`src/design/uart_macros.svh`:
```
`ifndef UART_MACROS_SVH
`define UART_MACROS_SVH

// Address map of the transmit block
`define UART_BASE        32'h1000_0000
`define UART_CH_STRIDE   32'h0000_0010 // One channel spans four words

// Channel count and index width, kept in step by hand
`define UART_NUM_CH      4
`define UART_CH_BITS     2

// 115200 baud from a 50 MHz clock
`define UART_DEFAULT_BAUD 16'd434

`endif

```
`src/design/bus_pkg.sv`:
```
`default_nettype none

// Word types of the register bus
package bus_pkg;

    typedef logic [31:0] bus_addr_t;
    typedef logic [31:0] bus_data_t;

endpackage

`default_nettype wire

```
`src/design/uart_pkg.sv`:
```
`default_nettype none

package uart_pkg;

    // Register offset inside a channel, taken from addr[3:2]
    typedef enum logic [1:0] {
        REG_DATA    = 2'd0, // 0x0
        REG_STATUS  = 2'd1, // 0x4
        REG_CONTROL = 2'd2, // 0x8
        REG_BAUD    = 2'd3  // 0xC
    } uart_reg_e;

    typedef logic [15:0] baud_div_t;

    // Frame sequencer states
    typedef enum logic [1:0] {
        TX_IDLE  = 2'd0,
        TX_START = 2'd1,
        TX_DATA  = 2'd2,
        TX_STOP  = 2'd3
    } tx_state_e;

endpackage

`default_nettype wire

```
`src/design/uart_multi_top.sv`:
```
`timescale 1ns/1ps
`default_nettype none
`include "uart_macros.svh"

module uart_multi_top (
    input  logic                    clk,
    input  logic                    rst,
    input  bus_pkg::bus_addr_t      addr,
    input  bus_pkg::bus_data_t      write_data,
    input  logic                    write_enable,
    input  logic                    read_enable,
    output bus_pkg::bus_data_t      read_data,
    output logic                    addr_hit,
    output logic [`UART_NUM_CH-1:0] tx
);

    import bus_pkg::*;
    import uart_pkg::*;

    logic [`UART_CH_BITS-1:0] ch_sel;
    uart_reg_e                reg_sel;
    logic [`UART_NUM_CH-1:0]  byte_valid;
    logic [`UART_NUM_CH-1:0]  ctrl_wr;
    logic [`UART_NUM_CH-1:0]  baud_wr;
    bus_data_t                ch_data    [`UART_NUM_CH];
    bus_data_t                ch_status  [`UART_NUM_CH];
    bus_data_t                ch_control [`UART_NUM_CH];
    bus_data_t                ch_baud    [`UART_NUM_CH];

    uart_reg_decode i_decode (
        .clk          (clk),
        .rst          (rst),
        .addr         (addr),
        .write_enable (write_enable),
        .read_enable  (read_enable),
        .addr_hit     (addr_hit),
        .ch_sel       (ch_sel),
        .reg_sel      (reg_sel),
        .byte_valid   (byte_valid),
        .ctrl_wr      (ctrl_wr),
        .baud_wr      (baud_wr)
    );

    // Ready stays inside each channel, the decoder does not wait on it
    for (genvar i = 0; i < `UART_NUM_CH; i++) begin : g_ch
        uart_tx_channel i_channel (
            .clk         (clk),
            .rst         (rst),
            .write_data  (write_data),
            .byte_valid  (byte_valid[i]),
            .ctrl_wr     (ctrl_wr[i]),
            .baud_wr     (baud_wr[i]),
            .byte_ready  (),
            .reg_data    (ch_data[i]),
            .reg_status  (ch_status[i]),
            .reg_control (ch_control[i]),
            .reg_baud    (ch_baud[i]),
            .tx          (tx[i])
        );
    end

    uart_read_mux i_read_mux (
        .read_enable (read_enable),
        .addr_hit    (addr_hit),
        .ch_sel      (ch_sel),
        .reg_sel     (reg_sel),
        .ch_data     (ch_data),
        .ch_status   (ch_status),
        .ch_control  (ch_control),
        .ch_baud     (ch_baud),
        .read_data   (read_data)
    );

endmodule

`default_nettype wire

```
`src/design/uart_read_mux.sv`:
```
`timescale 1ns/1ps
`default_nettype none
`include "uart_macros.svh"

module uart_read_mux (
    input  logic                     read_enable,
    input  logic                     addr_hit,
    input  logic [`UART_CH_BITS-1:0] ch_sel,
    input  uart_pkg::uart_reg_e      reg_sel,
    input  bus_pkg::bus_data_t       ch_data    [`UART_NUM_CH],
    input  bus_pkg::bus_data_t       ch_status  [`UART_NUM_CH],
    input  bus_pkg::bus_data_t       ch_control [`UART_NUM_CH],
    input  bus_pkg::bus_data_t       ch_baud    [`UART_NUM_CH],
    output bus_pkg::bus_data_t       read_data
);

    import bus_pkg::*;
    import uart_pkg::*;

    bus_data_t reg_word [`UART_NUM_CH]; // Addressed register of each channel

    always_comb begin
        for (int i = 0; i < `UART_NUM_CH; i++) begin
            case (reg_sel)
                REG_DATA:    reg_word[i] = ch_data[i];
                REG_STATUS:  reg_word[i] = ch_status[i];
                REG_CONTROL: reg_word[i] = ch_control[i];
                REG_BAUD:    reg_word[i] = ch_baud[i];
                default:     reg_word[i] = '0;
            endcase
        end
    end

    // Zero unless a read lands inside the window
    assign read_data = (read_enable && addr_hit) ? reg_word[ch_sel] : '0;

endmodule

`default_nettype wire

```
`src/design/uart_reg_decode.sv`:
```
`timescale 1ns/1ps
`default_nettype none
`include "uart_macros.svh"

module uart_reg_decode (
    input  logic                      clk,
    input  logic                      rst,
    input  bus_pkg::bus_addr_t        addr,
    input  logic                      write_enable,
    input  logic                      read_enable,
    output logic                      addr_hit,
    output logic [`UART_CH_BITS-1:0]  ch_sel,
    output uart_pkg::uart_reg_e       reg_sel,
    output logic [`UART_NUM_CH-1:0]   byte_valid,
    output logic [`UART_NUM_CH-1:0]   ctrl_wr,
    output logic [`UART_NUM_CH-1:0]   baud_wr
);

    import bus_pkg::*;
    import uart_pkg::*;

    localparam bus_addr_t WINDOW = `UART_NUM_CH * `UART_CH_STRIDE;

    bus_addr_t offset;
    logic      wr_hit;

    assign offset   = addr - `UART_BASE;
    assign addr_hit = (addr >= `UART_BASE) && (offset < WINDOW);

    // Stride of 16 bytes puts the channel index right above the word offset
    assign ch_sel  = offset[`UART_CH_BITS+3:4];
    assign reg_sel = uart_reg_e'(addr[3:2]);

    assign wr_hit = write_enable && addr_hit;

    always_comb begin
        byte_valid = '0;
        ctrl_wr    = '0;
        baud_wr    = '0;
        if (wr_hit) begin
            case (reg_sel)
                REG_DATA:    byte_valid[ch_sel] = 1'b1;
                REG_CONTROL: ctrl_wr[ch_sel]    = 1'b1;
                REG_BAUD:    baud_wr[ch_sel]    = 1'b1;
                default: ; // STATUS is read only
            endcase
        end
    end

    // One write strobe at most, across every channel and register
    strobe_onehot: assert property (
        @(posedge clk) disable iff (rst)
        $onehot0({byte_valid, ctrl_wr, baud_wr})
    ) else $error("more than one register write strobe active");

    // The bus never reads and writes the window in the same cycle
    no_rd_wr_overlap: assert property (
        @(posedge clk) disable iff (rst)
        addr_hit |-> !(read_enable && write_enable)
    ) else $error("read and write to the transmit window in one cycle");

endmodule

`default_nettype wire

```
`src/design/uart_tx_channel.sv`:
```
`timescale 1ns/1ps
`default_nettype none
`include "uart_macros.svh"

module uart_tx_channel (
    input  logic               clk,
    input  logic               rst,
    input  bus_pkg::bus_data_t write_data,
    input  logic               byte_valid,
    input  logic               ctrl_wr,
    input  logic               baud_wr,
    output logic               byte_ready,
    output bus_pkg::bus_data_t reg_data,
    output bus_pkg::bus_data_t reg_status,
    output bus_pkg::bus_data_t reg_control,
    output bus_pkg::bus_data_t reg_baud,
    output logic               tx
);

    import uart_pkg::*;

    logic [7:0] tx_data;
    logic       tx_enable;
    baud_div_t  baud_div;
    baud_div_t  baud_counter;
    logic       baud_reload;  // Counter picks up a new divisor next cycle
    logic       baud_tick;
    logic       busy;
    logic       empty;
    logic       overrun;      // Sticky until the frame ends
    logic       start_pending;
    tx_state_e  tx_state;
    logic [2:0] bit_cnt;
    logic       tx_out;

    assign byte_ready = !busy && tx_enable;
    assign baud_tick  = (baud_counter == '0) && !baud_reload;
    assign tx         = tx_out;

    // Divisor and enable registers
    always_ff @(posedge clk or posedge rst) begin
        if (rst) begin
            tx_enable   <= 1'b1;
            baud_div    <= `UART_DEFAULT_BAUD;
            baud_reload <= 1'b0;
        end else begin
            baud_reload <= baud_wr;
            if (ctrl_wr)
                tx_enable <= write_data[0];
            if (baud_wr)
                baud_div <= write_data[15:0];
        end
    end

    // Down-counter, one tick every baud_div+1 cycles
    always_ff @(posedge clk or posedge rst) begin
        if (rst)
            baud_counter <= `UART_DEFAULT_BAUD;
        else if (baud_reload || baud_tick)
            baud_counter <= baud_div;
        else
            baud_counter <= baud_counter - 1'b1;
    end

    // Byte buffer, flags and frame sequencer
    always_ff @(posedge clk or posedge rst) begin
        if (rst) begin
            tx_data       <= 8'h00;
            busy          <= 1'b0;
            empty         <= 1'b1;
            overrun       <= 1'b0;
            start_pending <= 1'b0;
            tx_state      <= TX_IDLE;
            bit_cnt       <= 3'd0;
            tx_out        <= 1'b1;
        end else begin
            if (byte_valid && byte_ready) begin
                tx_data       <= write_data[7:0];
                busy          <= 1'b1; // Visible before the start bit
                empty         <= 1'b0;
                start_pending <= 1'b1;
            end else if (byte_valid) begin
                overrun <= 1'b1;       // Byte lost
            end

            if (baud_tick) begin
                case (tx_state)
                    TX_IDLE: begin
                        if (start_pending) begin
                            tx_state      <= TX_START;
                            tx_out        <= 1'b0;
                            start_pending <= 1'b0;
                        end
                    end
                    TX_START: begin
                        tx_state <= TX_DATA;
                        tx_out   <= tx_data[0]; // LSB first
                        bit_cnt  <= 3'd0;
                    end
                    TX_DATA: begin
                        if (bit_cnt == 3'd7) begin
                            tx_state <= TX_STOP;
                            tx_out   <= 1'b1;
                        end else begin
                            tx_out  <= tx_data[bit_cnt + 3'd1];
                            bit_cnt <= bit_cnt + 3'd1;
                        end
                    end
                    TX_STOP: begin
                        tx_state <= TX_IDLE;
                        busy     <= 1'b0;
                        empty    <= 1'b1;
                        overrun  <= 1'b0;
                    end
                    default: tx_state <= TX_IDLE;
                endcase
            end
        end
    end

    assign reg_data    = {24'h0, tx_data};
    assign reg_status  = {29'h0, busy, empty, overrun};
    assign reg_control = {31'h0, tx_enable};
    assign reg_baud    = {16'h0, baud_div};

    idle_line_high: assert property (
        @(posedge clk) disable iff (rst)
        (tx_state == TX_IDLE) |-> tx
    ) else $error("tx low while the sequencer is idle");

    // Busy has to cover every state of the frame
    no_ready_when_busy: assert property (
        @(posedge clk) disable iff (rst)
        (tx_state != TX_IDLE) |-> !byte_ready
    ) else $error("byte_ready high during a frame");

endmodule

`default_nettype wire

```
`config.mk`:
```
export PLATFORM = sky130hd
export DESIGN_NAME = uart_multi_top
export DESIGN_NICKNAME = d
export VERILOG_FILES = /design/src/design/bus_pkg.sv /design/src/design/uart_pkg.sv /design/src/design/uart_multi_top.sv /design/src/design/uart_read_mux.sv /design/src/design/uart_reg_decode.sv /design/src/design/uart_tx_channel.sv
export VERILOG_INCLUDE_DIRS = /design/src /design/src/design
export SDC_FILE = /design/constraint.sdc
export NUM_CORES = 1
export LEC_CHECK = 0
export ABC_AREA = 1
export BUFFER_PORTS_ARGS = -buffer_cell sky130_fd_sc_hd__buf_2
export CAP_MARGIN = 10
export CORE_MARGIN = 2
export CORE_UTILIZATION = 60
export DETAILED_ROUTE_END_ITERATION = 6
export PLACE_DENSITY = 0.83
export SKIP_LAST_GASP = 1
export SLEW_MARGIN = 0
export SYNTH_ARGS = -nofsm -noshare
export SYNTH_HDL_FRONTEND = slang
export SYNTH_SLANG_ARGS = --single-unit
```
`constraint.sdc`:
```
create_clock -name clk -period 8.55 [get_ports clk]
set_input_delay 1.71 -clock clk [delete_from_list [all_inputs] [get_ports clk]]
set_output_delay 1.71 -clock clk [all_outputs]
set_load 0.005 [all_outputs]
```
### Yosys cells after proc, flatten, opt, wreduce, memory -nomap -nowiden

Index checks and enable logic that the tools add are counted.

| storage, ports and cells | value |
|---|---|
| output and inout port bits | 37 |
| word-level logic and storage cells | 271 |
| register bits | 208 |
| bits of input ports | 68 |

| cells by class | value |
|---|---|
| $add $sub $neg | 9 |
| bitwise logic cells | 1 |
| equality and inequality tests | 31 |
| order comparisons | 9 |
| mux-type cells | 116 |
| reduce and logical (&&, ||, !) cells | 57 |

Operators with widths:

| kind | count |
|---|---|
| $pmux W32 S4 | 4 |
| $mux W32 | 3 |
| $mux W1 | 69 |
| $bmux W32 S2 | 1 |
| $logic_not A16 Y1 | 4 |
| $mux W16 | 4 |
| $sub A16 B1 Y16 const B | 4 |
| $reduce_and A3 Y1 | 12 |
| $ge A32 B29 Y1 const B | 1 |
| $lt A32 B7 Y1 const B | 1 |
| $pmux W2 S4 | 4 |
| $sub A32 B29 Y32 const B | 1 |
| $mux W4 | 6 |
| $pmux W3 S2 | 4 |
| $eq A2 B2 Y1 const B | 10 |
| $logic_and A1 B1 Y1 | 16 |
| $lt A3 B4 Y1 const B | 4 |
| $mux W2 | 8 |
| $ne A2 B1 Y1 const B | 8 |
| $add A3 B1 Y3 const B | 4 |
| $bmux W1 S3 | 4 |
| $eq A3 B3 Y1 const B | 4 |
| $mux W3 | 4 |
| $pmux W1 S3 | 4 |
| 12 further kinds | 39 |

### Depth between registers and ports, before layout

Gate-level depths: netlist (run 1).

| logic depth | value |
|---|---|
| depth after elaboration | 12 |
| mapped depth | 11 |
| mapped depth without buffers | 11 |

### Hierarchy

From an unflattened synthesis (run 1), not the netlist that was laid out.

| second synthesis, totals | value |
|---|---|
| cells, all modules | 2,917 |
| area, all modules | 19,246.0 µm² |

Modules (own cells, without submodules):

| module | area an instance (µm²) | times used | seq. area each (µm²) | cells an instance |
|---|---|---|---|---|
| uart_tx_channel at g_ch[0].i_channel ... | 3,399.5 | 3 | 1,317.5 | 402 |
| uart_read_mux | 5,295.1 | 1 | 0.0 | 1,232 |
| uart_tx_channel at g_ch[3].i_channel | 3,394.5 | 1 | 1,317.5 | 402 |
| uart_reg_decode | 357.8 | 1 | 0.0 | 77 |

### Worst setup path after synthesis (run 1)

Ideal clock, no wire load.

| path | value |
|---|---|
| path kind | input port to output port |
| start | in addr[27] |
| end | out read_data[10] |
| data required time | 6.840 ns |
| buffers on the path | 0 |
| slack | 4.070 ns |
| cell stages on the path | 9 |
| data arrival time | 2.770 ns |
| path through | nor2_1 > nand3_1 > nor2_1 > nand2_1 > nor2_1 > nand2_1 > inv_1 > nand2_1 > nor2_1 |

| between the ends | value |
|---|---|
| longest elaborated chain between the ends | 5 |
| elaborated cells between the ends (all ways) | 6 |
| classes of those cells | add/sub (1); order compare (2); mux (1); reduce/logical (2) |

Ends and longest elaborated chain:

| item | line | source |
|---|---|---|
| from (decl) | uart_multi_top.sv:8 | `input bus_pkg::bus_addr_t addr,` |
| $sub A32 B29 Y32 (no line) | - |  |
| $lt A32 B7 Y1 | uart_reg_decode.sv:28 | `` assign addr_hit = (addr >= `UART_BASE) && (offset < WINDOW); `` |
| $logic_and A1 B1 Y1 (*) | uart_reg_decode.sv:28 |  |
| named net addr_hit | uart_multi_top.sv:13 | `output logic addr_hit,` |
| $logic_and A1 B1 Y1 (*) | uart_read_mux.sv:35 | `assign read_data = (read_enable && addr_hit) ? reg_word[ch_sel] : '0;` |
| $mux W32 (*) | uart_read_mux.sv:35 |  |
| to (decl) | uart_multi_top.sv:12 | `output bus_pkg::bus_data_t read_data,` |

The timed path passes the listed nets; every way through them passes the cells marked *.

### Worst setup path in the final report (run 1)

| path | value |
|---|---|
| start | in addr[2] |
| end | out read_data[5] |

| between the ends | value |
|---|---|
| longest elaborated chain between the ends | 6 |
| elaborated cells between the ends (all ways) | 18 |
| classes of those cells | add/sub (1); order compare (2); eq/ne (3); mux (8); bitwise (1); reduce/logical (3) |

Ends and longest elaborated chain:

| item | line |
|---|---|
| parallel branches: the longest is 5 deep, another holds $sub A32 B29 Y32 | - |
| $mux W32 (*) | uart_read_mux.sv:35 |

Every way passes the cells marked *. The select of a mux whose other input is x is not followed.

==> results of run 1 <==
## metal layers
metal	routed length, µm	up-vias	GRT usage (%)
met5	0	-	0
met4	1260	0	12.6
met3	2370	97	4.40
met2	13400	422	46.0
met1	12100	4835	39.0
li1	-	4978	-
## area by class of cell
class / count / area share, %
Inverter: 168 / 4.95
Sequential cell: 208 / 40.9
Multi-Input combinational cell: 1112 / 42.2
Timing Repair Buffer: 72 / 2.84
Clock buffer: 30 / 4.90
Clock inverter: 12 / 1.70
Tap cell: 260 / 2.53
## state kept, by name, indices dropped and copies added (netlist names)
register                      count
g_ch.i_channel.tx_enable          4
g_ch.i_channel.busy               4
g_ch.i_channel.baud_counter      64
g_ch.i_channel.baud_reload        4
g_ch.i_channel.baud_div          64
g_ch.i_channel.start_pending      4
g_ch.i_channel.overrun            4
g_ch.i_channel.tx                 4
g_ch.i_channel.bit_cnt           12
g_ch.i_channel.tx_state           8
g_ch.i_channel.empty              4
g_ch.i_channel.tx_data           32
## logic make-up after synthesis
kind of cell	after synthesis	synth area share (%)
AO/OA/AOI/OAI	213	10.5
XOR/XNOR	43	3.23
adder cells (fa/ha/maj)	36	3.87
buffers and inverters	230	8.59
flip-flops	208	45.2
other	1	0.0322
AND/OR/NAND/NOR	804	28.6
## where the power goes
part           internal, µW  total (µW)  switching (µW)
Clock                   703        1110             412
Sequential             1010        1040            24.4
Combinational          95.5         267             172
## path summary, 6_finish.rpt
path / from / end / slack, ns / cells after the start
hold / removal: g_ch[0].i_channel.tx$_DFFE_PP1P_ / g_ch[0].i_channel.tx$_DFFE_PP1P_ / 0.46 / 2
setup / recovery: addr[2] / read_data[5] / 3.02 / 9
setup reg to reg: g_ch[1].i_channel.baud_counter[0]$_DFF_PP0_ / g_ch[1].i_channel.baud_counter[11]$_DFF_PP0_ / 6.13 / 9
min in group asynchronous: rst / g_ch[2].i_channel.baud_counter[15]$_DFF_PP0_ / 1.38 / 2
max in group asynchronous: rst / g_ch[0].i_channel.baud_div[14]$_DFFE_PP0P_ / 5.69 / 3
hold reg to reg: g_ch[0].i_channel.tx$_DFFE_PP1P_ / g_ch[0].i_channel.tx$_DFFE_PP1P_ / 0.46 / 2
## placed cells by master, fill, tap and decap left out, drive strengths merged, types with 2 or more instances in the layout
| master | n |
|---|---|
| a21oi | 21 |
| nand3 | 109 |
| nand3b | 2 |
| o22ai | 6 |
| nand4 | 19 |
| xnor2 | 14 |
| nor2 | 170 |
| inv | 167 |
| o21ai | 151 |
| dfstp | 52 |
| o221ai | 6 |
| o31ai | 8 |
| nor3 | 21 |
| buf | 72 |
| clkinvlp | 2 |
| bufinv | 6 |
| conb | 16 |
| nand2 | 480 |
| xor2 | 29 |
| dfrtp | 156 |
| or2 | 2 |
| clkinv | 5 |
| clkbuf | 30 |
| o211ai | 3 |
| a221oi | 8 |
| ha | 36 |
| a21boi | 2 |
| a31oi | 8 |
## per-stage QoR
stage / total power, µW / cells / hold slack (ns) / util, %
finish: 2420 / 1862 / 0.464 / 68.2
detailed placement: 1320 / 1820 / 0.455 / 63.7
CTS: 2430 / 1862 / 0.465 / 68.2
global placement: 1310 / 1820 / 0.452 / 63.7
global route: 2510 / 1862 / 0.475 / 68.2
floorplan: 1250 / 1550 / 0.438 / -
## worst min-delay path, delay by kind of cell, from the launching register on
family	cells	cell delay (ns)
flops	1	0.36
simple gates	1	0.05
compound gates	1	0.05
==> metrics.txt, run 1 <==
top post-synthesis cells by count=nand2_1 (478), inv_1 (165), nor2_1 (163); clk_skew=0.0124 ns; relative slew slack=36.5%; Slowest-stage cell, CP=clkinv_1; ys async rst share=100%; CP delay by family, top=buffers and inverters; Worst Setup Start Kind=input port; clock-pin slew on the worst setup and hold paths=0.06 ns; Routed WL per cell=15.6 µm; status=complete, no violations; prevailing post-synth register cell=dfrtp_1; post-placement setup slack=3.14 ns; Power Dens Cells=188 nW/µm²; area leader, netlist=dfrtp_1; Finished Cell Area=12900 µm²; DRT Wirelength=29100 µm; hold_buf cts=0; Initial Util=61.7%; crit path buf inv count=4; CP Data Arrival Time=3.82 ns; initial antenna violation count=0; die area=20500 µm²; CTS tree=yes; vias=10.3k; post-synthesis cell area=11600 µm²; share of layout cells above drive strength 1=12.1%; post-route ant nets=0; Setup CP Type=input port to output port; CTS Buf Count=23; Tot GR Track Use=28.7%; Worst Max-Slew Pin Slew=0.953 ns; H-tree levels=1; area occupied by multi-input gates=5430 µm²; Slew Viols, Final=0; post-detailed-route via-to-cell ratio=5.55; CTS root buf=clkbuf_16; number of max-cap violations=0; setup repair after global routing missed its margin=false; Peak VDD IR=144 µV; Period Utilization, post-route=64.6%; share of the synthesized area in the top cell type=33.5%; # nets final=1689; largest net degree at the start of global routing=139; core footprint=18900 µm²; Chip Height=143 µm; FF+latch count, synth=208; leakage=0.00644 µW; most common cell in the netlist=nand2_1; area grow syn2layout=10.6%; Hold Violations, Final=0; final worst-path setup slack=3.02 ns; global route overflow=0; dpl cell area=12000 µm²; vias in the first global route=9553; routability congestion estimate=0.997; I/O pin total=105; yosys warns=0; DP HPWL=20700 µm; Hold Path Class=flop to flop; Core Rows=50; first-pass GRT wire length=46600 µm; CP Cell Sequence=buf_2, inv_1, nand2_1, clkinv_1, a21oi_1, o21ai_0, nand2_1, nor3_1, buf_2; Post-synth EDFFs=0; fmax=0.181 GHz; I/O Buffers=70; Mapped Cells=1535; CTS resizes=0; sum of negative setup slack=0 ns; Initial DRC Count=988; Filler cells=1563; drt drc=0; Final Setup Violations=0; Seq/Total Area, Yosys=45.2%; CTS Buffer Depth=3; die width=143 µm; Worst Path Max Fanout=17; clk_lat worst skew=0.52 ns; Post-Syn Area per Cell=7.59 µm²; critical path's largest stage delay=0.58 ns; crit path capture type=output port; # diodes=0; Sink Count=208; DR pass1 iterations=6; number of setup buffers added after CTS=0; Req. time, crit path=6.84 ns; count of different cell masters after synthesis=39; Tmin final=5.53 ns; register area=5270 µm²; Synth area leaders=dfrtp_1 (34%), nand2_1 (15%), dfstp_2 (12%), inv_1 (5.3%), nor2_1 (5.3%)
No activity file was read; power rests on OpenSTA's default activity.
==> inputs of run 2 (changes only) <==
- clock period: 8.55 -> 5.3 ns (I/O delays scaled with it)
==> run 2 against run 1 <==
  * Sequential share of layout area is 0.19 points higher
  * Power is 54% higher
  * Core utilization is 0.32 points lower
  * Flip-flop and latch count stayed put
  * Sequential power is 62% higher
  * Hold slack better by 0.0047 ns
  * Critical path type unchanged
==> metrics.txt, run 2 (synthesis gave the netlist of run 1 again) <==
commonest cells after routing, fill and taps aside=nand2_1 (478), inv_1 (164), nor2_1 (163), dfrtp_1 (156), o21ai_0 (119) (unchanged); critical path's largest stage delay=0.58 ns (about the same); die area=20500 µm² (unchanged); routability congestion estimate=0.994 (was 0.997); Finished Cell Area=12800 µm² (was 12900 µm²); HP Start=g_ch[0].i_channel.tx$_DFFE_PP1P_ (unchanged); CP delay by family, top=buffers and inverters (unchanged); Period Utilization, post-route=79.0%; start point of the critical path=addr[2] (unchanged); Initial Util=61.7% (unchanged); Sink Count=208 (unchanged); placed insts=1823 (was 1820); DP HPWL=21300 µm (was 20700 µm); DR pass1 iterations=6 (unchanged); Worst Max-Slew Pin Slew=0.938 ns (was 0.953 ns); Slowest-stage cell, CP=clkinv_1 (unchanged); # diodes=0 (unchanged); Peak VDD IR=226 µV (was 144 µV); Tot GR Track Use=29.2% (was 28.7%); Initial DRC Count=968 (was 988); CP Cell Sequence=buf_2, inv_1, nand2_1, clkinv_1, o21ai_0, nand2_1, nor2_1, buf_2 (was buf_2, inv_1, nand2_1, clkinv_1, a21oi_1, o21ai_0, nand2_1, nor3_1, buf_2); Worst Setup Start Kind=input port (unchanged); CTS resizes=0 (unchanged); Core Rows=50 (unchanged); CTS Buffer Depth=3 (unchanged); CTS root buf=clkbuf_16 (unchanged); vias in the first global route=9694 (was 9553); hold_ws=0.468 ns (was 0.464 ns); CTS Buf Count=23 (unchanged); number of setup buffers added after CTS=0 (unchanged); clk_lat worst skew=0.52 ns (about the same); clock-pin slew on the worst setup and hold paths=0.06 ns (about the same); # nets final=1692 (was 1689); post-detailed-route via-to-cell ratio=5.56 (was 5.55); sum of negative setup slack=0 ns (unchanged); Reg2Reg Setup Slack=2.87 ns (was 6.13 ns); Slew Viols, Final=0 (unchanged); status=complete, no violations (unchanged); H-tree levels=1 (unchanged); clk_skew=0.0129 ns (was 0.0124 ns); CTS tree=yes (unchanged); Setup CP Type=input port to output port (unchanged); dpl cell area=12100 µm² (was 12000 µm²); drt drc=0 (unchanged); Hold Violations, Final=0 (unchanged); vias=10.4k (was 10.3k); post-route ant nets=0 (unchanged); fmax=0.239 GHz; Power Dens Cells=292 nW/µm² (was 188 nW/µm²); relative slew slack=37.3% (was 36.5%); DRT Wirelength=29700 µm (was 29100 µm); setup repair after global routing missed its margin=false (unchanged); Routed WL per cell=15.9 µm (was 15.6 µm); Tmin final=4.19 ns; Worst Path Max Fanout=17 (unchanged); Chip Height=143 µm (unchanged); global route overflow=0 (unchanged); core footprint=18900 µm² (unchanged); r2r startpoint=g_ch[1].i_channel.baud_counter[0]$_DFF_PP0_ (unchanged); number of max-cap violations=0 (unchanged); largest net degree at the start of global routing=126 (was 139); die width=143 µm (unchanged); initial antenna violation count=0 (unchanged); first-pass GRT wire length=47600 µm (was 46600 µm); leakage=0.00642 µW (was 0.00644 µW); I/O Buffers=70 (unchanged); area grow syn2layout=10.1% (was 10.6%); share of layout cells above drive strength 1=12.1% (about the same); most common cell after layout, fill and taps aside=nand2_1 (unchanged); Hold Path Class=flop to flop (unchanged); Final Setup Violations=0 (unchanged); Req. time, crit path=4.24 ns (was 6.84 ns); crit path capture type=output port (unchanged); Top Registers=g_ch.i_channel.baud_counter x64, g_ch.i_channel.baud_div x64, g_ch.i_channel.tx_data x32 (unchanged); CP Data Arrival Time=3.13 ns (was 3.82 ns); I/O pin total=105 (unchanged); final cell count without fillers=1865 (was 1862); utilization after layout=67.9% (was 68.2%); crit path buf inv count=4 (unchanged); hold_buf cts=0 (unchanged)
[run 2: layout make-up]
type                       instances  area [µm²]
clock buffer                      34         657
clock inverter                     8         103
fill                            1573        6070
inverter                         168         634
multi-input combinational       1112        5430
sequential                       208        5270
tap                              260         325
timing repair buffer              75         400
[run 2: final timing paths]
| kind | to | cells after the start |
|---|---|---|
| max | read_data[0] | 8 |
| min | g_ch[0].i_channel.tx$_DFFE_PP1P_ | 2 |
| max reg2reg | g_ch[1].i_channel.baud_counter[11]$_DFF_PP0_ | 9 |
| min reg2reg | g_ch[0].i_channel.tx$_DFFE_PP1P_ | 2 |
| max in group asynchronous | g_ch[3].i_channel.tx_data[1]$_DFFE_PP0P_ | 3 |
| min in group asynchronous | g_ch[1].i_channel.baud_counter[13]$_DFF_PP0_ | 2 |
[run 2: power breakdown]
part	leakage (µW)	switching, µW	internal (µW)	total, µW
Sequential	0.00266	40.9	1640	1680
Clock	0.000371	651	960	1610
Combinational	0.00339	293	157	450
[run 2: per-stage QoR]
step | total power [µW] | worst slack [ns]
floorplan | 2020 | 1.58
global placement | 2120 | 1.24
detailed placement | 2140 | 1.19
CTS | 3750 | 1.17
global route | 3890 | 0.932
finish | 3740 | 1.11
[run 2: layer usage]
metal	part of all wire (%)	track usage, %
met5	0	0
met4	4.5	12.5
met3	7.2	4.67
met2	46	47.2
met1	42	39.4
[run 2: worst register-to-register path, cell delays in order (launching register included)]
cell and delay (ns):
dfrtp_1 0.38, inv_1 0.07, ha_1 0.21, nand2_1 0.10, nor2_1 0.27, nand2_1 0.18, nand2_1 0.47, inv_1 0.35
nor2_1 0.22, a31oi_1 0.06
